<file path="src/source/rvIsaPkg.sv">
package rvIsaPkg;

    // alu operations, the w forms work on the low word
    typedef enum logic [4:0] {
        aluAdd,
        aluSub,
        aluSll,
        aluSlt,
        aluSltu,
        aluXor,
        aluSrl,
        aluSra,
        aluOr,
        aluAnd,
        aluMul,
        aluAddw,
        aluSubw,
        aluSllw,
        aluSrlw,
        aluSraw,
        aluMulw,
        aluPassB
    } aluOpE;

    // blt/bltu and bge/bgeu share codes, the alu picks slt or sltu
    typedef enum logic [2:0] {
        brNone = 3'b000,
        brJal  = 3'b001,
        brJalr = 3'b010,
        brBeq  = 3'b100,
        brBne  = 3'b101,
        brBlt  = 3'b110,
        brBge  = 3'b111
    } branchE;

    // low two bits give the access width, stores use only those
    typedef enum logic [2:0] {
        memLb  = 3'b000,
        memLh  = 3'b001,
        memLw  = 3'b010,
        memLd  = 3'b011,
        memLbu = 3'b100,
        memLhu = 3'b101,
        memLwu = 3'b110
    } memOpE;

    typedef enum logic [2:0] {
        csrNone,
        csrWrite,
        csrSet,
        csrClear,
        csrEcall,
        csrMret
    } csrOpE;

    localparam logic [11:0] csrMstatus  = 12'h300;
    localparam logic [11:0] csrMtvec    = 12'h305;
    localparam logic [11:0] csrMscratch = 12'h340;
    localparam logic [11:0] csrMepc     = 12'h341;
    localparam logic [11:0] csrMcause   = 12'h342;

    // environment call from machine mode
    localparam logic [63:0] causeEcallM = 64'd11;

endpackage
</file>
<file path="src/source/csrUnit.sv">
`timescale 1ns/1ps

module csrUnit #(
    parameter logic [63:0] trapVectorReset = 64'h100
) (
    input  logic            clk,
    input  logic            rstN,
    input  rvIsaPkg::csrOpE csrOp,
    input  logic [11:0]     csrId,
    input  logic [63:0]     csrIn,
    input  logic [63:0]     pc,
    output logic [63:0]     csrOld,
    output logic [63:0]     mepc,
    output logic [63:0]     mtvec
);
    import rvIsaPkg::*;

    logic [63:0] mstatus;
    logic [63:0] mscratch;
    logic [63:0] mcause;
    logic [63:0] csrNew;
    logic        csrWen;
    logic        knownId;

    always_comb begin
        knownId = 1'b1;
        case (csrId)
            csrMstatus:  csrOld = mstatus;
            csrMtvec:    csrOld = mtvec;
            csrMscratch: csrOld = mscratch;
            csrMepc:     csrOld = mepc;
            csrMcause:   csrOld = mcause;
            default: begin
                csrOld  = 64'd0;
                knownId = 1'b0;
            end
        endcase
    end

    assign csrWen = (csrOp == csrWrite) || (csrOp == csrSet) || (csrOp == csrClear);

    // read-modify-write value
    always_comb begin
        case (csrOp)
            csrSet:   csrNew = csrOld | csrIn;
            csrClear: csrNew = csrOld & ~csrIn;
            default:  csrNew = csrIn;
        endcase
    end

    always_ff @(posedge clk or negedge rstN) begin
        if (!rstN) begin
            mstatus  <= 64'd0;
            mtvec    <= trapVectorReset;
            mscratch <= 64'd0;
            mepc     <= 64'd0;
            mcause   <= 64'd0;
        end else if (csrOp == csrEcall) begin
            // trap entry, the jump to mtvec is resolved in commit
            mepc   <= pc;
            mcause <= causeEcallM;
        end else if (csrWen) begin
            case (csrId)
                csrMstatus:  mstatus  <= csrNew;
                csrMtvec:    mtvec    <= csrNew;
                csrMscratch: mscratch <= csrNew;
                csrMepc:     mepc     <= csrNew;
                csrMcause:   mcause   <= csrNew;
                default: ;
            endcase
        end
    end

    // decoder only issues csr writes to implemented registers
    knownIdOnWrite: assert property (@(posedge clk) disable iff (!rstN)
        csrWen |-> knownId)
        else $error("csr write to unknown id %h", csrId);

endmodule

</file>
<file path="config.mk">
export PLATFORM = sky130hd
export DESIGN_NAME = csrUnit
export DESIGN_NICKNAME = d
export VERILOG_FILES = /design/src/source/rvIsaPkg.sv /design/src/source/csrUnit.sv
export SDC_FILE = /design/constraint.sdc
export NUM_CORES = 1
export LEC_CHECK = 0
export ABC_AREA = 0
export BUFFER_PORTS_ARGS = -buffer_cell sky130_fd_sc_hd__clkbuf_2
export CORE_MARGIN = 4
export CORE_UTILIZATION = 35
export DETAILED_ROUTE_END_ITERATION = 6
export GPL_TIMING_DRIVEN = 1
export SYNTH_ARGS = -nofsm -noshare
export SYNTH_HDL_FRONTEND = slang
export SYNTH_SLANG_ARGS = --single-unit
</file>
<file path="constraint.sdc">
create_clock -name clk -period 2.3 [get_ports clk]
set_input_delay 0.23 -clock clk [delete_from_list [all_inputs] [get_ports clk]]
set_output_delay 0.23 -clock clk [all_outputs]
set_load 0.01 [all_outputs]
</file>
Word-level counts from Yosys, hierarchy flattened
Cells that the tools add are included.
- register bits: 320
- output and inout port bits: 192
- logic and storage cells: 36
- reductions and logical operators: 10
- equality and inequality tests: 9
- muxes and demuxes: 8
- bitwise gates (word level): 4
- operator list (cell ; number):
    64-bit two-way mux ; 6
    64-bit case mux with 5 select lines ; 1
    64-bit case mux with 2 select lines ; 1
    64-bit AND ; 1
    64-bit NOT ; 1
    64-bit OR ; 1
    12-bit by 10-bit equality test with 1-bit output, second input constant ; 5
    3-bit AND reduction ; 3
    3-bit by 2-bit equality test with 1-bit output, second input constant ; 2
    2-bit nonzero test ; 3
    2-bit AND reduction ; 2
    3-bit by 1-bit equality test with 1-bit output, second input constant ; 1
    3-bit equality test, second input constant ; 1
    1-bit logical OR ; 2
    1-bit NOT ; 1

Logic depth before layout (Yosys ltp)
- word-level depth: 7
- depth in mapped cells: 10
- gate-level depth less buffers: 5

Least setup slack after synthesis
OpenSTA, ideal clock, no wires.
- path kind: input -> output
- start point: input port csrId[6]
- end point: output port csrOld[19]
- path buffers: 5
- stages on the path: 8
- arrival: 1.986 ns
- setup slack: 0.084 ns
- path through: buf_2 nor3b_2 and4_1 buf_2 buf_2 clkbuf_1 clkbuf_1 a221o_1
- longest elaborated chain between the ends: 2
- elaborated cells on any way between the ends: 6
- classes of those cells: eq/ne: 5; mux: 1
- RTL lines (item ; line ; source):
    start, declared ; csrUnit.sv:9 ; input logic [11:0] csrId,
    12-bit by 10-bit equality test with 1-bit output, on equally long branches ; - ;
    64-bit case mux with 5 select lines (*) ; csrUnit.sv:27 ; case (csrId)
    end, declared ; csrUnit.sv:12 ; output logic [63:0] csrOld,
Mark *: on every way between the ends. The rest lies on a longest branch, timed or not.

Worst setup path in the final report
- start point: input port csrId[10]
- end point: output port csrOld[15]
The elaborated chain is that of the path after synthesis.

==> results.sh <==
export IMPL_path_clk_slew_ns=0.05
export IMPL_yosysMostFrequentCell="dfrtp_1"
export IMPL_gp_congestion=0.891
export IMPL_period_share=1.01
export IMPL_drc=0
export IMPL_num_nets_final=2622
export IMPL_synthFlopType="dfrtp_1"
export IMPL_seq_area_frac_synth=0.453
export IMPL_synth_largest_area_cell="dfrtp_1"
export IMPL_fmax_mhz=431
export IMPL_vias=18600
export IMPL_antenna_found_initial=13
export IMPL_drtAntennaViolNets=0
export IMPL_nFillCells=4779
export IMPL_cts_buffers=39
export IMPL_root_buffer="clkbuf_16"
export IMPL_fin_ws_ns=-0.0179
export IMPL_grt_pass1_wl_mm=109
export IMPL_leakagePower_nw=11.1
export IMPL_cts_tree="done"
export IMPL_rsz0062_at_grt="yes"
export IMPL_reg2reg_to="mcause[39]"
export IMPL_drt_iter0_drc=1533
export IMPL_critPathMaxFanout=7
export IMPL_coreArea_um2=50100
export IMPL_die_area_um2=54200
export IMPL_dp_cells=3009
export IMPL_violations="negative setup slack"
export IMPL_vias_per_cell=5.85
export IMPL_finalHoldViolations=0
export IMPL_max_cap_viol_count=0
export IMPL_yosysTopAreaCellShare=0.451
export IMPL_rows=82
export IMPL_cts_buffer_depth=3
export IMPL_dieWidth_um=233
export IMPL_reg2reg_depth=5
export IMPL_grt_max_degree=69
export IMPL_max_slew_worst_pin_slew_ns=1.12
export IMPL_fin_crit_ns=2.32
export IMPL_status="finished with violations"
export IMPL_globalRouteOverflowTotal=0
export IMPL_worstReg2RegStart="mscratch[39]"
export IMPL_slew_headroom=0.235
export IMPL_ys_top_cells_by_area="dfrtp_1, o21ai_0, nand2_1"
export IMPL_finalSetupViolations=1
export IMPL_post_synth_cell_area_avg_um2=8.94
export IMPL_clkLatencyLatePin_ns=0.55
export IMPL_holdWs_ns=0.0249
export IMPL_syn_num_nets=2124
export IMPL_ir_drop_v=0.000424
export IMPL_firstDrtPassIters=5
export IMPL_synth_edf_count=0
export IMPL_power_density_nw_per_um2=582
export IMPL_ys_types=68
export IMPL_layoutNonFillerInstCount=3183
export IMPL_grt_usage=0.256
export IMPL_place_hpwl_mm=50.5
export IMPL_htreeDepth=2
export IMPL_hold_path_endpoint="mtvec[27]"
export IMPL_synthArstFlopShare=1.00
export IMPL_cp_data_required_time_ns=2.07
export IMPL_port_buffers=336
export IMPL_grt_pass1_vias=18400
export IMPL_drive_above_1_share=0.282
export IMPL_clock_sinks=320
export IMPL_drv_slew=0
export IMPL_start_util=0.353
export IMPL_die_y_um=233
export IMPL_cp_data_arrival_time_ns=2.09
export IMPL_cp_start_kind="input pin"
export IMPL_clock_skew_final_ns=0.00813
export IMPL_hp_start="csrIn[27]"
export IMPL_worstSetupPathType="in -> out"
export IMPL_syn2layout_area_growth_pct=36.0
export IMPL_wire_per_inst_um=22.8
export IMPL_hold_class="in -> reg"
export IMPL_ys_warn_count=0
export IMPL_syn_instance_count=1979
export IMPL_ff2ff_setup_slack_ns=0.15
export IMPL_drt_wl_total_mm=72.4
export IMPL_netlist_area_um2=17700
export IMPL_synth_seq_cells=320
export IMPL_tns_ns=-0.0179
export IMPL_hold_depth=4
export IMPL_ys_top_cells_by_count="dfrtp_1, nand2_1, o21ai_0"
export IMPL_ios=337
export IMPL_crit_path_end_kind="primary output"
worst max-delay path by stage:
stage	startpoint	endpoint	slack [ns]	cells past startpoint
after floorplan	csrId[6]	csrOld[19]	0.08	8
after global placement	csrId[1]	mepc[43]	-0.29	9
after detailed placement	csrId[1]	mepc[50]	-0.29	9
after CTS	csrId[4]	csrOld[15]	-0.03	9
after global routing	csrId[10]	csrOld[15]	-0.05	8
final	csrId[10]	csrOld[15]	-0.02	8
cells by family (layout without fill, tap and decap cells):
logic type	count (synthesis)	count (layout)	share of synthesized area
AOI/OAI and AO/OA	742	742	0.286
and+or+nand+nor	644	644	0.171
other	0	4	0
DFF	320	320	0.453
xor gates and xnor gates	12	12	0.00594
muxes	68	68	0.0400
buffers and inverters	193	721	0.0449
layout by cell type (no fill, tap or decap), types with 19 or more instances in the layout:
master,synthesis,routed
nor2_1,145,142
buf_12,0,35
a211oi_1,19,19
mux2i_1,46,46
nand4_1,20,20
a22oi_1,37,36
nand2_1,214,211
dlygate4sd3_1,0,79
a21oi_1,152,151
o21ai_0,164,163
dfrtp_1,319,319
nand3_1,87,87
clkbuf_2,0,320
o31ai_1,104,104
o2bb2ai_1,29,29
a221o_1,20,20
clkbuf_16,0,45
mux2_2,22,22
buf_4,2,167
nor3_1,76,73
a31oi_1,34,34
a22o_1,41,39
o211ai_1,21,21
registers in the layout (all words and copies together) (netlist names):
name and cells:
mstatus 64, mscratch 64, mcause 64, mtvec 64, mepc 64
routing by layer:
metal	GRT usage	up-vias	part of all wire
met1	0.336	9196	0.41
met3	0.0640	153	0.087
li1	-	8459	-
met2	0.418	791	0.47
met5	0	-	0.0019
met4	0.0811	20	0.029
area by class of cell:
class	instances	area (µm²)	share of cell area
Clock inverter	12	126	0.00525
Multi-Input combinational cell	1466	9100	0.378
Inverter	18	67.6	0.00281
Timing Repair Buffer	632	4760	0.198
Antenna cell	4	10.0	0.000416
Clock buffer	59	1160	0.0482
Tap cell	672	841	0.0349
Sequential cell	320	8010	0.333
repair_timing:
action / CTS / global route
pin swaps: 9 / 15
endpoints found under the hold margin: 128 / 0
endpoints found under the setup margin: 56 / 54
gates resized for setup: 31 / 35
buffers inserted: 4 / 11
hold buffers: 79 / 0
gates cloned: 2 / 5
per-stage QoR:
stage / worst slack (ns) / power [mW] / cell area, µm² / util
after floorplan: 0.0845 / 6.81 / 17700 / -
after global placement: -0.286 / 7.70 / 21500 / 0.429
after detailed placement: -0.294 / 7.73 / 21500 / 0.429
after CTS: -0.0268 / 14.1 / 23800 / 0.475
after global routing: -0.0541 / 14.5 / 24100 / 0.481
final: -0.0179 / 14.0 / 24100 / 0.481
critical path: stages:
cell and delay, ns:
buf_6 0.10, or4bb_4 0.59, buf_8 0.16, nor3_4 0.28, buf_12 0.19, buf_12 0.14, a221o_1 0.22, buf_2 0.16
report_power, final:
part | internal, mW | switching [mW]
registers | 5.82 | 0.199
clock network | 3.72 | 2.52
logic | 0.719 | 1.04
Note: power is estimated with default switching activity, not from simulation.
