--- config.mk ---
export PLATFORM = sky130hd
export DESIGN_NAME = exuOperandSel
export DESIGN_NICKNAME = d
export VERILOG_FILES = /design/src/source/rvIsaPkg.sv /design/src/source/exuCtrlPkg.sv /design/src/source/exuOperandSel.sv /design/src/source/gprFile.sv
export SDC_FILE = /design/constraint.sdc
export NUM_CORES = 2
export LEC_CHECK = 0
export BUFFER_PORTS_ARGS = -buffer_cell sky130_fd_sc_hd__clkbuf_2
export CAP_MARGIN = 20
export CELL_PAD_IN_SITES_DETAIL_PLACEMENT = 1
export CELL_PAD_IN_SITES_GLOBAL_PLACEMENT = 1
export CORE_MARGIN = 2
export CORE_UTILIZATION = 30
export DETAILED_ROUTE_END_ITERATION = 8
export GPL_ROUTABILITY_DRIVEN = 0
export PLACE_DENSITY_LB_ADDON = 0.1
export SETUP_SLACK_MARGIN = 0.2
export SLEW_MARGIN = 15
export SYNTH_ARGS = -nofsm -noshare
export SYNTH_HDL_FRONTEND = slang
export SYNTH_SLANG_ARGS = --single-unit
--- constraint.sdc ---
create_clock -name clk -period 3.7 [get_ports clk]
set_input_delay 0.555 -clock clk [delete_from_list [all_inputs] [get_ports clk]]
set_output_delay 0.555 -clock clk [all_outputs]
set_load 0.02 [all_outputs]
--- src/source/rvIsaPkg.sv ---
package rvIsaPkg;

    // alu operations, the w forms work on the low word
    typedef enum logic [4:0] {
        aluAdd,
        aluSub,
        aluSll,
        aluSlt,
        aluSltu,
        aluXor,
        aluSrl,
        aluSra,
        aluOr,
        aluAnd,
        aluMul,
        aluAddw,
        aluSubw,
        aluSllw,
        aluSrlw,
        aluSraw,
        aluMulw,
        aluPassB
    } aluOpE;

    // blt/bltu and bge/bgeu share codes, the alu picks slt or sltu
    typedef enum logic [2:0] {
        brNone = 3'b000,
        brJal  = 3'b001,
        brJalr = 3'b010,
        brBeq  = 3'b100,
        brBne  = 3'b101,
        brBlt  = 3'b110,
        brBge  = 3'b111
    } branchE;

    // low two bits give the access width, stores use only those
    typedef enum logic [2:0] {
        memLb  = 3'b000,
        memLh  = 3'b001,
        memLw  = 3'b010,
        memLd  = 3'b011,
        memLbu = 3'b100,
        memLhu = 3'b101,
        memLwu = 3'b110
    } memOpE;

    typedef enum logic [2:0] {
        csrNone,
        csrWrite,
        csrSet,
        csrClear,
        csrEcall,
        csrMret
    } csrOpE;

    localparam logic [11:0] csrMstatus  = 12'h300;
    localparam logic [11:0] csrMtvec    = 12'h305;
    localparam logic [11:0] csrMscratch = 12'h340;
    localparam logic [11:0] csrMepc     = 12'h341;
    localparam logic [11:0] csrMcause   = 12'h342;

    // environment call from machine mode
    localparam logic [63:0] causeEcallM = 64'd11;

endpackage
--- src/source/exuCtrlPkg.sv ---
package exuCtrlPkg;

    // operand a source
    typedef enum logic {
        srcAPc  = 1'b0,
        srcARs1 = 1'b1
    } srcAE;

    typedef enum logic [1:0] {
        srcBRs2  = 2'b00,
        srcBImm  = 2'b01,
        srcBFour = 2'b10
    } srcBE;

    typedef enum logic [1:0] {
        wbAlu  = 2'b00,
        wbLoad = 2'b01,
        wbCsr  = 2'b10
    } wbSelE;

    // decoded control for one instruction
    typedef struct packed {
        logic             regWen;
        srcAE             aluSrcA;
        srcBE             aluSrcB;
        rvIsaPkg::aluOpE  aluOp;
        rvIsaPkg::branchE branch;
        logic             memRead;
        logic             memWrite;
        rvIsaPkg::memOpE  memOp;
        rvIsaPkg::csrOpE  csrOp;
        logic             csrSrcImm;
        wbSelE            wbSel;
    } exuCtrlT;

    typedef struct packed {
        logic [63:0] aluA;
        logic [63:0] aluB;
        logic [63:0] storeData;
        logic [63:0] csrIn;
    } operandsT;

    typedef struct packed {
        logic        valid;
        logic [4:0]  rd;
        logic [63:0] data;
    } wbT;

endpackage

--- src/source/exuOperandSel.sv ---
`timescale 1ns/1ps

module exuOperandSel (
    input  logic                 clk,
    input  logic                 rstN,
    input  exuCtrlPkg::exuCtrlT  ctrl,
    input  logic [4:0]           rs1,
    input  logic [4:0]           rs2,
    input  logic [63:0]          pc,
    input  logic [63:0]          imm,
    input  exuCtrlPkg::wbT       wb,
    output exuCtrlPkg::operandsT ops,
    output logic [63:0]          rs1Data
);
    import exuCtrlPkg::*;

    logic [63:0] rs2Data;

    // writeback from the commit side lands at the end of the cycle
    gprFile gprFile_i (
        .clk    (clk),
        .rstN   (rstN),
        .raddrA (rs1),
        .raddrB (rs2),
        .rdataA (rs1Data),
        .rdataB (rs2Data),
        .wen    (wb.valid),
        .waddr  (wb.rd),
        .wdata  (wb.data)
    );

    always_comb begin
        ops.aluA = (ctrl.aluSrcA == srcAPc) ? pc : rs1Data;

        case (ctrl.aluSrcB)
            srcBImm:  ops.aluB = imm;
            // link address for jal and jalr
            srcBFour: ops.aluB = 64'd4;
            default:  ops.aluB = rs2Data;
        endcase

        ops.storeData = rs2Data;

        // csrrwi and friends take the rs1 field as a 5-bit constant
        if (ctrl.csrSrcImm) begin
            ops.csrIn = {59'd0, rs1};
        end else begin
            ops.csrIn = rs1Data;
        end
    end

endmodule

--- src/source/gprFile.sv ---
`timescale 1ns/1ps

module gprFile (
    input  logic        clk,
    input  logic        rstN,
    input  logic [4:0]  raddrA,
    input  logic [4:0]  raddrB,
    output logic [63:0] rdataA,
    output logic [63:0] rdataB,
    input  logic        wen,
    input  logic [4:0]  waddr,
    input  logic [63:0] wdata
);
    // x0 has no storage
    logic [63:0] regs [1:31];

    always_ff @(posedge clk or negedge rstN) begin
        if (!rstN) begin
            for (int i = 1; i < 32; i++) begin
                regs[i] <= 64'd0;
            end
        end else if (wen && (waddr != 5'd0)) begin
            regs[waddr] <= wdata;
        end
    end

    assign rdataA = (raddrA == 5'd0) ? 64'd0 : regs[raddrA];
    assign rdataB = (raddrB == 5'd0) ? 64'd0 : regs[raddrB];

    // a written value is seen on port a in the next cycle
    readAfterWrite: assert property (@(posedge clk) disable iff (!rstN)
        (wen && (waddr != 5'd0)) |=> ((raddrA != $past(waddr)) || (rdataA == $past(wdata))))
        else $error("register read after write returned stale data");

endmodule

Yosys cells after proc, flatten, opt, wreduce, memory -nomap -nowiden
Cells that the tools add are included.
Cells by class
  eq/ne operators: 2
  reductions and logical operators: 5
  $lt $le $gt $ge: 4
  bitwise gates (word level): 3
  muxes and demuxes: 14
Operator list (count)
  $bwmux W1984: 1
  $bmux W64 S5: 2
  $mux W64: 9
  $demux W64 S5: 1
  $pmux W64 S2: 1
  $ge A6 B6 Y1 const B: 3
  $not A5 Y6: 3
  $logic_not A5 Y1: 2
  $lt A6 B1 Y1 const B: 1
  $reduce_bool A5 Y1: 1
  $eq A2 B1 Y1 const B: 1
  $eq A2 B2 Y1 const B: 1
  $logic_and A1 B1 Y1: 2
Word-level totals
  register bits after elaboration: 1984
  output and inout port bits: 320
  bits of input ports: 233

Longest topological paths before layout
  word-level depth: 6
  depth in mapped cells: 9

Hierarchy
From an unflattened synthesis, not the netlist that was laid out.
Second synthesis, totals
  cell total of the unflattened synthesis: 7808
  area, all modules: 109167.2 um2
By module, submodules not included
  gprFile: cells each 7449, times used 1, area each 106663.5 um2
  exuOperandSel: cells each 359, times used 1, area each 2503.7 um2

Worst setup path before layout
No wires, ideal clock.
  path type: input to output
  from: input port rs1[0]
  to: output port ops[45] (netlist bit)
  stages on the path: 9
  slack: 0.593 ns
  arrival: 2.552 ns
  path through: buf_6 > buf_6 > buf_6 > and2_1 > clkbuf_1 > a22oi_1 > a21oi_1 > nor4_2 > nor2b_1
RTL lines
  from (decl): RTL line exuOperandSel.sv:7  | input logic [4:0] rs1,
  to (decl): RTL line exuOperandSel.sv:12  | output exuCtrlPkg::operandsT ops,

==> reports/results.tsv <==
metric	value	unit
Peak VDD IR	0.308	mV
f_max	0.285	GHz
cell with the most instances after synthesis	mux2_2	
count of final hold-check violations	0	
Synth Area per Inst	13.0	um^2
Top Layer Used	met5	
Rows	221	
drt drc	0	
# setup viols final	0	
grt total ovfl	0	
number of I/O pins	553	
met2 WL	236000	um
biggest registers after layout	gprFile_i.regs x1984	
initial antenna violation count	32	
top-area cell type share of the netlist area	45.6	%
clock slew at reported path FFs	0.06	ns
synth unique cells	52	
final wirelength	478000	um
P_sw	0.0212	W
Worst Skew	0	ns
Die Wd	607	um
power per cell area	537	nW/um^2
I/O Buffers	533	
M1 wire length	209000	um
setup TNS	0	ns
clk buf depth	4	
period utilization	94.8	%
Gate power share	21.9	%
number of synthesized flops with an enable pin	0	
HPWL Detailed	300000	um
Post-Synthesis Cells	8355	
worst-path fanout max	21	
yosys warns	0	
CTS tree	done	
Rel. slew slack	23.7	%
total CTS buffers	262	
ANT nets after route	0	
synth-to-layout area growth	21.1	%
Initial DRC Count	4731	
P_leak	59.4	nW
Setup CP Type	in2out	
sw frac	29.9	%
H-tree depth	5	
Initial DRT Pass Iterations	7	
HP Class	in2async	
Avg WL per Cell	34.3	um
outcome	finished clean	
internal power	0.0497	W
critical path launch point type	primary input	
top post-synthesis cells by area	dfrtp_1 46%, mux2_2 22%, mux2i_1 11%	
post-layout worst setup margin	0.193	ns
first-pass GRT wire length	671000	um
Worst-Skew Late Latency	0.90	ns
clock power share	36.9	%
Initial Util	30.1	%
crit end category	primary output	
RSZ-0062 raised after global routing	yes	
minimum clock period	3.51	ns
worst hold slack	0.213	ns
overall routing resource usage	25.5	%
ratio of cells with drive above 1 in the final layout	46.2	%
Overall Power	0.0709	W
Vias/cell	5.64	
area of the die	368000	um^2
part of the power in registers	41.2	%
largest reg by FF count	gprFile_i.regs	
vias in the first global route	84700	
WL met3	16500	um
Mapped Area	109000	um^2
cell taking the most area after synthesis	dfrtp_1	
max-cap viol count	0	
share of synthesized registers carrying an async set or reset	100	%
flops & latches, synth	1984	
Vert. Die Dim	607	um
Nets	9169	
Critical Path RT	3.14	ns
Root Buffer Master	clkbuf_16	
pre-CTS setup slack	-0.205	ns
commonest cells in the netlist	2,163 x mux2_2, 1,984 x dfrtp_1, 1,245 x mux2i_1, 521 x clkbuf_1, 492 x o22ai_1	
pin count of the biggest net entering global routing	150	
actual transition at the worst max-transition pin	1.14	ns
clock sink total	1984	
Post-synth top flop	dfrtp_1	
Syn Nets	8590	
via count	78600	
sequential area share after synthesis	45.6	%
max reg flops	1984	
core footprint	362000	um^2
worst endpoint data arrival time	2.95	ns
final slew viol count	0	
## logic make-up after synthesis
logic type | share of synthesized area (%)
AOI/OAI and AO/OA | 8.20
buffers and inverters | 3.94
muxes | 39.7
and+or+nand+nor | 2.62
DFF | 45.6
adders and majority gates | 0.0230
## path summary, 6_finish.rpt
kind | slack [ns] | cells past startpoint | start | endpoint
max | 0.19 | 10 | rs1[1] | ops[224]
min | 0.21 | 2 | rstN | gprFile_i.regs[331]$_DFFE_PN0P_
max reg2reg | 2.79 | 2 | gprFile_i.regs[125]$_DFFE_PN0P_ | gprFile_i.regs[125]$_DFFE_PN0P_
min reg2reg | 0.51 | 1 | gprFile_i.regs[1232]$_DFFE_PN0P_ | gprFile_i.regs[1232]$_DFFE_PN0P_
max in group asynchronous | 2.09 | 3 | rstN | gprFile_i.regs[400]$_DFFE_PN0P_
min in group clk | 0.37 | 2 | wb[33] | gprFile_i.regs[225]$_DFFE_PN0P_
## per-layer routing
layer	vias to the layer above	global-route usage, %
met5	-	0
met2	1836	44.0
met4	4	8.28
met1	42900	33.5
met3	773	2.31
li1	33200	-
## layout by cell type, fill, tap and decap left out, drive strengths merged, types with 4 or more instances in the layout
master and instances:
o22ai 492, a211oi 91, o21ai 117, nor2 81, inv 11, buf 679
or2 6, clkinv 39, nand3b 4, o31ai 4, diode 13, bufinv 11
nand2 31, nor3b 6, a22o 66, nor3 61, a221o 80, or3 48
a221oi 46, dfrtp 1984, mux4 236, clkinvlp 5, nand3 8, bufbuf 7
o311a 40, nand2b 10, mux2i 1245, a22oi 190, mux2 2261, a21oi 123
clkbuf 913, o211ai 25, nor4 106, nor2b 79
## worst max-delay path, stage by stage
cell and delay (ns):
buf_12 0.15, buf_16 0.22, buf_12 0.24, buf_12 0.23, buf_4 0.20, mux4_2 0.20
o22ai_1 0.10, nor4_2 0.52, mux2_2 0.26, clkbuf_2 0.17
## stage by stage
stage | instances | cell area [um^2] | utilization, %
2_1_floorplan | 8355 | 109000 | -
3_3_place_gp | 13400 | 122000 | 33.6
6_report | 13900 | 132000 | 36.5
5_1_grt | 13900 | 132000 | 36.5
3_5_place_dp | 13400 | 122000 | 33.6
4_1_cts | 13900 | 131000 | 36.3
## area by class of cell
| class | instances | area [um^2] |
|---|---|---|
| antenna | 13 | 32.5 |
| clock buffer | 391 | 7990 |
| clock inverter | 61 | 708 |
| fill | 37400 | 230000 |
| inverter | 5 | 23.8 |
| multi-input combinational | 5472 | 56100 |
| sequential | 1984 | 49600 |
| tap | 4794 | 6000 |
| timing repair buffer | 1209 | 11500 |
## timing repair
item / in CTS / in global routing
gates resized for setup: 95 / 70
hold endpoints to repair: 30 / 0
setup endpoints to repair: 115 / 106
pin swaps: 21 / 20
buffers inserted: 25 / 19
hold buffers: 1 / 0
gates cloned: 7 / 5
## power groups by stage
stage	combinational, W	clock [W]	sequential, W
after floorplan	0.0105	0	0.0284
after global placement	0.0149	0	0.0292
after detailed placement	0.0152	0	0.0296
after CTS	0.0155	0.0269	0.0292
after global routing	0.0167	0.0277	0.0299
final	0.0155	0.0261	0.0292
(Power assumes the default switching activity.)
