==> src/source/rvIsaPkg.sv <==
package rvIsaPkg;

    // alu operations, the w forms work on the low word
    typedef enum logic [4:0] {
        aluAdd,
        aluSub,
        aluSll,
        aluSlt,
        aluSltu,
        aluXor,
        aluSrl,
        aluSra,
        aluOr,
        aluAnd,
        aluMul,
        aluAddw,
        aluSubw,
        aluSllw,
        aluSrlw,
        aluSraw,
        aluMulw,
        aluPassB
    } aluOpE;

    // blt/bltu and bge/bgeu share codes, the alu picks slt or sltu
    typedef enum logic [2:0] {
        brNone = 3'b000,
        brJal  = 3'b001,
        brJalr = 3'b010,
        brBeq  = 3'b100,
        brBne  = 3'b101,
        brBlt  = 3'b110,
        brBge  = 3'b111
    } branchE;

    // low two bits give the access width, stores use only those
    typedef enum logic [2:0] {
        memLb  = 3'b000,
        memLh  = 3'b001,
        memLw  = 3'b010,
        memLd  = 3'b011,
        memLbu = 3'b100,
        memLhu = 3'b101,
        memLwu = 3'b110
    } memOpE;

    typedef enum logic [2:0] {
        csrNone,
        csrWrite,
        csrSet,
        csrClear,
        csrEcall,
        csrMret
    } csrOpE;

    localparam logic [11:0] csrMstatus  = 12'h300;
    localparam logic [11:0] csrMtvec    = 12'h305;
    localparam logic [11:0] csrMscratch = 12'h340;
    localparam logic [11:0] csrMepc     = 12'h341;
    localparam logic [11:0] csrMcause   = 12'h342;

    // environment call from machine mode
    localparam logic [63:0] causeEcallM = 64'd11;

endpackage
==> src/source/exuCtrlPkg.sv <==
package exuCtrlPkg;

    // operand a source
    typedef enum logic {
        srcAPc  = 1'b0,
        srcARs1 = 1'b1
    } srcAE;

    typedef enum logic [1:0] {
        srcBRs2  = 2'b00,
        srcBImm  = 2'b01,
        srcBFour = 2'b10
    } srcBE;

    typedef enum logic [1:0] {
        wbAlu  = 2'b00,
        wbLoad = 2'b01,
        wbCsr  = 2'b10
    } wbSelE;

    // decoded control for one instruction
    typedef struct packed {
        logic             regWen;
        srcAE             aluSrcA;
        srcBE             aluSrcB;
        rvIsaPkg::aluOpE  aluOp;
        rvIsaPkg::branchE branch;
        logic             memRead;
        logic             memWrite;
        rvIsaPkg::memOpE  memOp;
        rvIsaPkg::csrOpE  csrOp;
        logic             csrSrcImm;
        wbSelE            wbSel;
    } exuCtrlT;

    typedef struct packed {
        logic [63:0] aluA;
        logic [63:0] aluB;
        logic [63:0] storeData;
        logic [63:0] csrIn;
    } operandsT;

    typedef struct packed {
        logic        valid;
        logic [4:0]  rd;
        logic [63:0] data;
    } wbT;

endpackage

==> src/source/exuCommit.sv <==
`timescale 1ns/1ps

module exuCommit (
    input  exuCtrlPkg::exuCtrlT ctrl,
    input  logic [4:0]          rd,
    input  logic [63:0]         pc,
    input  logic [63:0]         imm,
    input  logic [63:0]         rs1Data,
    input  logic [63:0]         result,
    input  logic [63:0]         loadData,
    input  logic [63:0]         csrOld,
    input  logic [63:0]         mepc,
    input  logic [63:0]         mtvec,
    input  logic                zero,
    input  logic                rstN,
    output exuCtrlPkg::wbT      wb,
    output logic [63:0]         dnpc
);
    import rvIsaPkg::*;
    import exuCtrlPkg::*;

    logic        baseRs1;
    logic        addImm;
    logic [63:0] target;
    logic [63:0] nextPc;

    always_comb begin
        case (ctrl.wbSel)
            wbLoad:  wb.data = loadData;
            wbCsr:   wb.data = csrOld;
            default: wb.data = result;
        endcase
        wb.rd    = rd;
        wb.valid = ctrl.regWen && rstN && (rd != 5'd0);
    end

    // base is pc or rs1, offset is imm when taken, else 4
    always_comb begin
        baseRs1 = 1'b0;
        addImm  = 1'b0;
        case (ctrl.branch)
            brJal: addImm = 1'b1;
            brJalr: begin
                baseRs1 = 1'b1;
                addImm  = 1'b1;
            end
            brBeq: addImm = zero;
            brBne: addImm = !zero;
            // alu ran slt or sltu
            brBlt: addImm = result[0];
            brBge: addImm = zero || !result[0];
            default: ;
        endcase
    end

    assign target = (baseRs1 ? rs1Data : pc) + (addImm ? imm : 64'd4);

    always_comb begin
        case (ctrl.csrOp)
            csrEcall: nextPc = mtvec;
            csrMret:  nextPc = mepc;
            default:  nextPc = target;
        endcase
    end

    // jalr clears bit 0, applied to every target
    assign dnpc = {nextPc[63:1], 1'b0};

endmodule

==> config.mk <==
export PLATFORM = sky130hd
export DESIGN_NAME = exuCommit
export DESIGN_NICKNAME = d
export VERILOG_FILES = /design/src/source/rvIsaPkg.sv /design/src/source/exuCtrlPkg.sv /design/src/source/exuCommit.sv
export SDC_FILE = /design/constraint.sdc
export NUM_CORES = 1
export LEC_CHECK = 0
export BUFFER_PORTS_ARGS = -buffer_cell sky130_fd_sc_hd__buf_2
export CAP_MARGIN = 10
export CORE_AREA = 2 2 266 268
export DETAILED_ROUTE_END_ITERATION = 6
export DIE_AREA = 0 0 268 270
export SLEW_MARGIN = 5
export SYNTH_ARGS = -nofsm -noshare
export SYNTH_HDL_FRONTEND = slang
export SYNTH_SLANG_ARGS = --single-unit
export TNS_END_PERCENT = 10
==> constraint.sdc <==
create_clock -name vclk -period 6.7
set_input_delay 0.335 -clock vclk [all_inputs]
set_output_delay 0.335 -clock vclk [all_outputs]
set_load 0.01 [all_outputs]
# Word level (Yosys, flattened, before mapping)
# Index checks and enable logic that the tools add are counted.
[classes] n_bitwise=0 shifts=0 n_reduce_logical=7 mux=6 n_mul=0 n_eq_ne=10 div_mod_pow=0 add_sub_neg=1 n_lt_le_gt_ge=0
[op_table] op="$pmux W64 S2" n=2
[op_table] op="$mux W64" n=2
[op_table] op="$add A64 B64 Y64" n=1
[op_table] op="$eq A3 B3 Y1 const B" n=6
[op_table] op="$pmux W1 S5" n=1
[op_table] op="$reduce_bool A5 Y1" n=1
[op_table] op="$eq A3 B1 Y1 const B" n=1
[op_table] op="$eq A3 B2 Y1 const B" n=1
[op_table] op="$eq A2 B1 Y1 const B" n=1
[op_table] op="$eq A2 B2 Y1 const B" n=1
[op_table] op="$logic_and A1 B1 Y1" n=2
[op_table] op="$logic_not A1 Y1" n=2
[op_table] op="$reduce_or A2 Y1" n=1
[op_table] op="$logic_or A1 B1 Y1" n=1
[op_table] op="$mux W1" n=1
[totals] latchBits=0 mem_bits_ro=0 mem_bits_rw=0 regBits=0 memories=0 in_bits=542 out_inout_bits=134

# Depth between registers and ports, before layout
[depth] depth_word=6 mapped_depth=18

# Worst setup path after synthesis
# No wires, ideal clock.
[synth_timing] path_kind="input to output" startpoint="input port ctrl[13] (netlist bit)" endpoint="output port dnpc[63]" arrival_ps=3899 cell_stages=16 n_path_buf=2 setup_slack_ps=2466 path_cell_list="nor3b_1 -> buf_4 -> clkbuf_1 -> mux2_2 -> ha_1 -> a21oi_4 -> o21ai_0 -> a221oi_1 -> a211oi_1 -> o21ai_0 -> nand2_1 -> a221o_1 -> o21ai_1 -> o21ai_0 -> xnor2_1 -> o21ai_0"
[synth_between] elab_chain_len=6
[synth_lines] item="start: declaration" line_no="exuCommit.sv:4" text="input exuCtrlPkg::exuCtrlT ctrl,"
[synth_lines] item="$eq A3 B2 Y1 / $eq A3 B1 Y1 (equally long branches)" line_no="exuCommit.sv:41" text="case (ctrl.branch)"
[synth_lines] item="$reduce_or A2 Y1 (no line)"
[synth_lines] item="$pmux W1 S5" line_no="exuCommit.sv:41"
[synth_lines] item="$mux W64" line_no="exuCommit.sv:56" text="assign target = (baseRs1 ? rs1Data : pc) + (addImm ? imm : 64'd4);"
[synth_lines] item="$add A64 B64 Y64 (*)" line_no="exuCommit.sv:56"
[synth_lines] item="$pmux W64 S2 (*)" line_no="exuCommit.sv:59" text="case (ctrl.csrOp)"
[synth_lines] item="end: declaration" line_no="exuCommit.sv:17" text="output logic [63:0] dnpc"
# Every way passes the cells marked *; elsewhere a longest branch is shown, timed or not.

# Worst setup path in the final report
[layout_timing] startpoint="input port ctrl[13] (netlist bit)" endpoint="output port dnpc[61]"
# Same word-level chain as after synthesis.

==> summary.md <==
| Metric | Value |
|---|---|
| Result of the run | finished, violations left |
| Violated checks | DRC |
| Tightest Pin Transition | 992 ps |
| DIE WIDTH | 268 um |
| Core area | 0.0695 mm2 |
| Die area | a little over 0.07 mm2 |
| Finished Core Util | ~17% |
| Proportion of power drawn by the clock network | 0% |
| Netlist cell types | 61 |
| Count of hold-fix buffers inserted at cts | 0 |
| Area of all placed cells without fillers | 0.0118 mm2 |
| Type of origin of the critical path | input pin |
| Post-Place Cell Area | 0.0118 mm2 |
| Slowest stage delay, CP | 570 ps |
| Remaining DRCs | 1 |
| Unrepaired setup endpoints after global routing | no |
| PD cells | 115 mW/mm2 |
| Met1 Routed Length | between 20000 and 25000 um |
| Final hold violation count | 0 |
| Pin count of the biggest net entering global routing | 70 |
| Buffers inserted during post-CTS setup optimization | 0 |
| YS warnings | 0 |
| Worst setup EP type | output pin |
| Count of max-cap constraint violations | 0 |
| Detailed route wirelength on metal2 | 23100 um |
| Final weighted congestion in routability-driven placement | 0.922 |
| Post-route worst hold slack | roughly 870 ps |
| Final critical path time including I/O delays and setup | ~5500 ps |
| P_sw | 0.809 mW |
| Vias per cell | 4.14 |
| Setup tns final | 0 ps |
| Maximum frequency from static timing analysis | 182 MHz |
| Fraction of power consumed by sequential logic | 0% |
| Antenna violation net count after detailed routing | 0 |
| Num rows | 97 |
| Portion of the post-synthesis area used by sequential elements | 0% |
| Quantity of I/O buffers inserted on ports | 659 |
| Net Count, Synth | about 1800 |
| Average wire length per cell after detail routing | 18.9 um |
| Leakage power total | 5.89 nW |
| Data arrival time of the critical path | 5170 ps |
| DR iter-0 viols | 562 |
| WS Path Type | input pin to output pin |
| Type of the tightest min-delay check | input pin to output pin |
| Via count of the first global-routing pass | 10400 |
| CP Buf/Inv Count | 2 |
| Combined flip-flop and latch cell area | 0 um2 |
| Area Growth Syn to Fin | 56.0% |
| Boundary pin count | 676 |
| Routed vias | 11100 |
| Detailed-routing iteration count for the pre-antenna-repair pass | 7 |
| Fill count | a little over 8000 |
| Headroom to the max-slew limit | 33.9% |
| Number of antenna violations at the first check in global routing | 41 |
| Synthesized instance count | 1171 |
| Count of instances resized after the clock tree is built | 0 |
| Data required, critical path | 6360 ps |
| Fraction of layout instances using a drive strength above 1 | between 40% and 50% |
| Share of total power in combinational logic | 100.0% |
| Internal power of the cells | 0.549 mW |
| Peak supply drop | around 0.000035 V |
| Sum of routed wire length over all layers | 51000 um |
| HPWL after detailed placement | 45100 um |
| Mean instance size in the synthesized netlist | approximately 6.5 um2 |
| Peak fanout along the critical path | 15 |
| Sw Share | 59.6% |
| Chip Height | 270 um |
| Total routing usage reported by global routing | between 10 and 15% |
| Sequential cell count of the final layout | 0 |
| Clock buffer count | 0 |
| Number of nets in the layout | roughly 2400 |
| Initial cell density of the core | a little over a tenth |
| Global route overflow | 0 |
| Total power | 1.36 mW |
| Slowest stage cell, crit path | sky130_fd_sc_hd__nand4_1 |
| First-pass GRT wire length | a little under 70000 um |
| Final critical-path share of the clock period | a little over 80% |
| Max Slew Vio Count | 0 |
| Met3 routed wirelength | 5350 um |
| Largest delay contributor family on the critical path | simple AND/OR/NAND/NOR gates |
| Top routing layer in use | met5 |
| Combined area of all synthesized cells | 0.00757 mm2 |
| Final setup vio count | 0 |
| Cell breakdown of the critical path | buf_2 > nand3b_1 > nand4_1 > and3_1 > ha_1 > nand2_1 > nor4b_1 > nand4_1 > a211oi_1 > o21ai_1 > o221ai_2 > a21oi_1 > a21oi_1 > o21ai_0 > mux2i_1 > nor2_1 > buf_2 |
[cell families after synthesis]
logic type / count (synthesis) / synth area share [%]
adder cells (fa/ha/maj): 65 / 10.8
multiplexers: 123 / 17.5
other: 1 / 0.0496
buffers and inverters: 122 / 6.42
XOR/XNOR: 58 / 6.71
AND/OR/NAND/NOR: 372 / 23.5
AO/OA/AOI/OAI: 430 / 35.0
[placed cells by master (no fill, tap or decap), drive strengths merged, types with 6 or more instances in the layout]
cell type | Yosys | layout
xnor2 | 36 | 36
nand2b | 8 | 8
a31oi | 6 | 6
nor2 | 73 | 73
a211oi | 10 | 10
a21o | 33 | 33
o21bai | 13 | 13
mux2i | 50 | 50
nor3 | 12 | 12
nand2 | 146 | 146
a21oi | 118 | 118
ha | 64 | 64
xor2 | 22 | 22
nand4 | 22 | 22
nand3 | 11 | 11
buf | 19 | 672
o21a | 8 | 8
diode | 0 | 14
and3 | 65 | 65
o21ai | 147 | 147
mux2 | 73 | 73
nor2b | 12 | 12
a22oi | 64 | 64
inv | 20 | 20
[power by group through the flow]
stage          Sequential, mW  Combinational, mW   Clock [mW]
2_1_floorplan               0              0.766            0
3_3_place_gp                0               1.37            0
3_5_place_dp                0               1.37            0
4_1_cts                     0               1.38            0
5_1_grt                     0               1.50  0.000000200
6_report                    0               1.36  0.000000281
[final cells by class]
class                      count  area [um2]  area share [%]
inverter                      20        75.1           0.636
multi-input combinational   1049        7120            60.3
antenna                       14        35.0           0.297
tap                          940        1180            9.96
timing repair buffer         672        3400            28.8
[worst paths after layout]
| path | start | to | cells after the start |
|---|---|---|---|
| max | ctrl[13] | dnpc[61] | 17 |
| min | rd[1] | wb[65] | 2 |
[cell usage after synthesis, drive strengths merged, types with 19 or more instances]
cell type / n / area [um2]
buf: 19 / 98.8
a22oi: 64 / 480
a21oi: 118 / 613
o21ai: 147 / 739
xnor2: 36 / 315
inv: 20 / 75.1
a21o: 33 / 248
mux2i: 50 / 500
nor2: 73 / 274
clkbuf: 83 / 312
ha: 64 / 801
and3: 65 / 407
nand2: 146 / 548
nand4: 22 / 138
mux2: 73 / 822
xor2: 22 / 193
[stage by stage]
stage	std cells	worst slack, ps
after global routing	2691	794
after CTS	2681	1050
after detailed placement	2681	1050
after global placement	2681	1100
after floorplan	1171	2470
final	2695	1200
[per-layer routing]
layer  vias to the layer above  global-route usage, %
li1                       5486                      -
met1                      5006                   15.0
met2                       528                   22.1
met3                        91                   4.50
met4                        36                   3.47
met5                         -                      0
(Power assumes the default switching activity.)
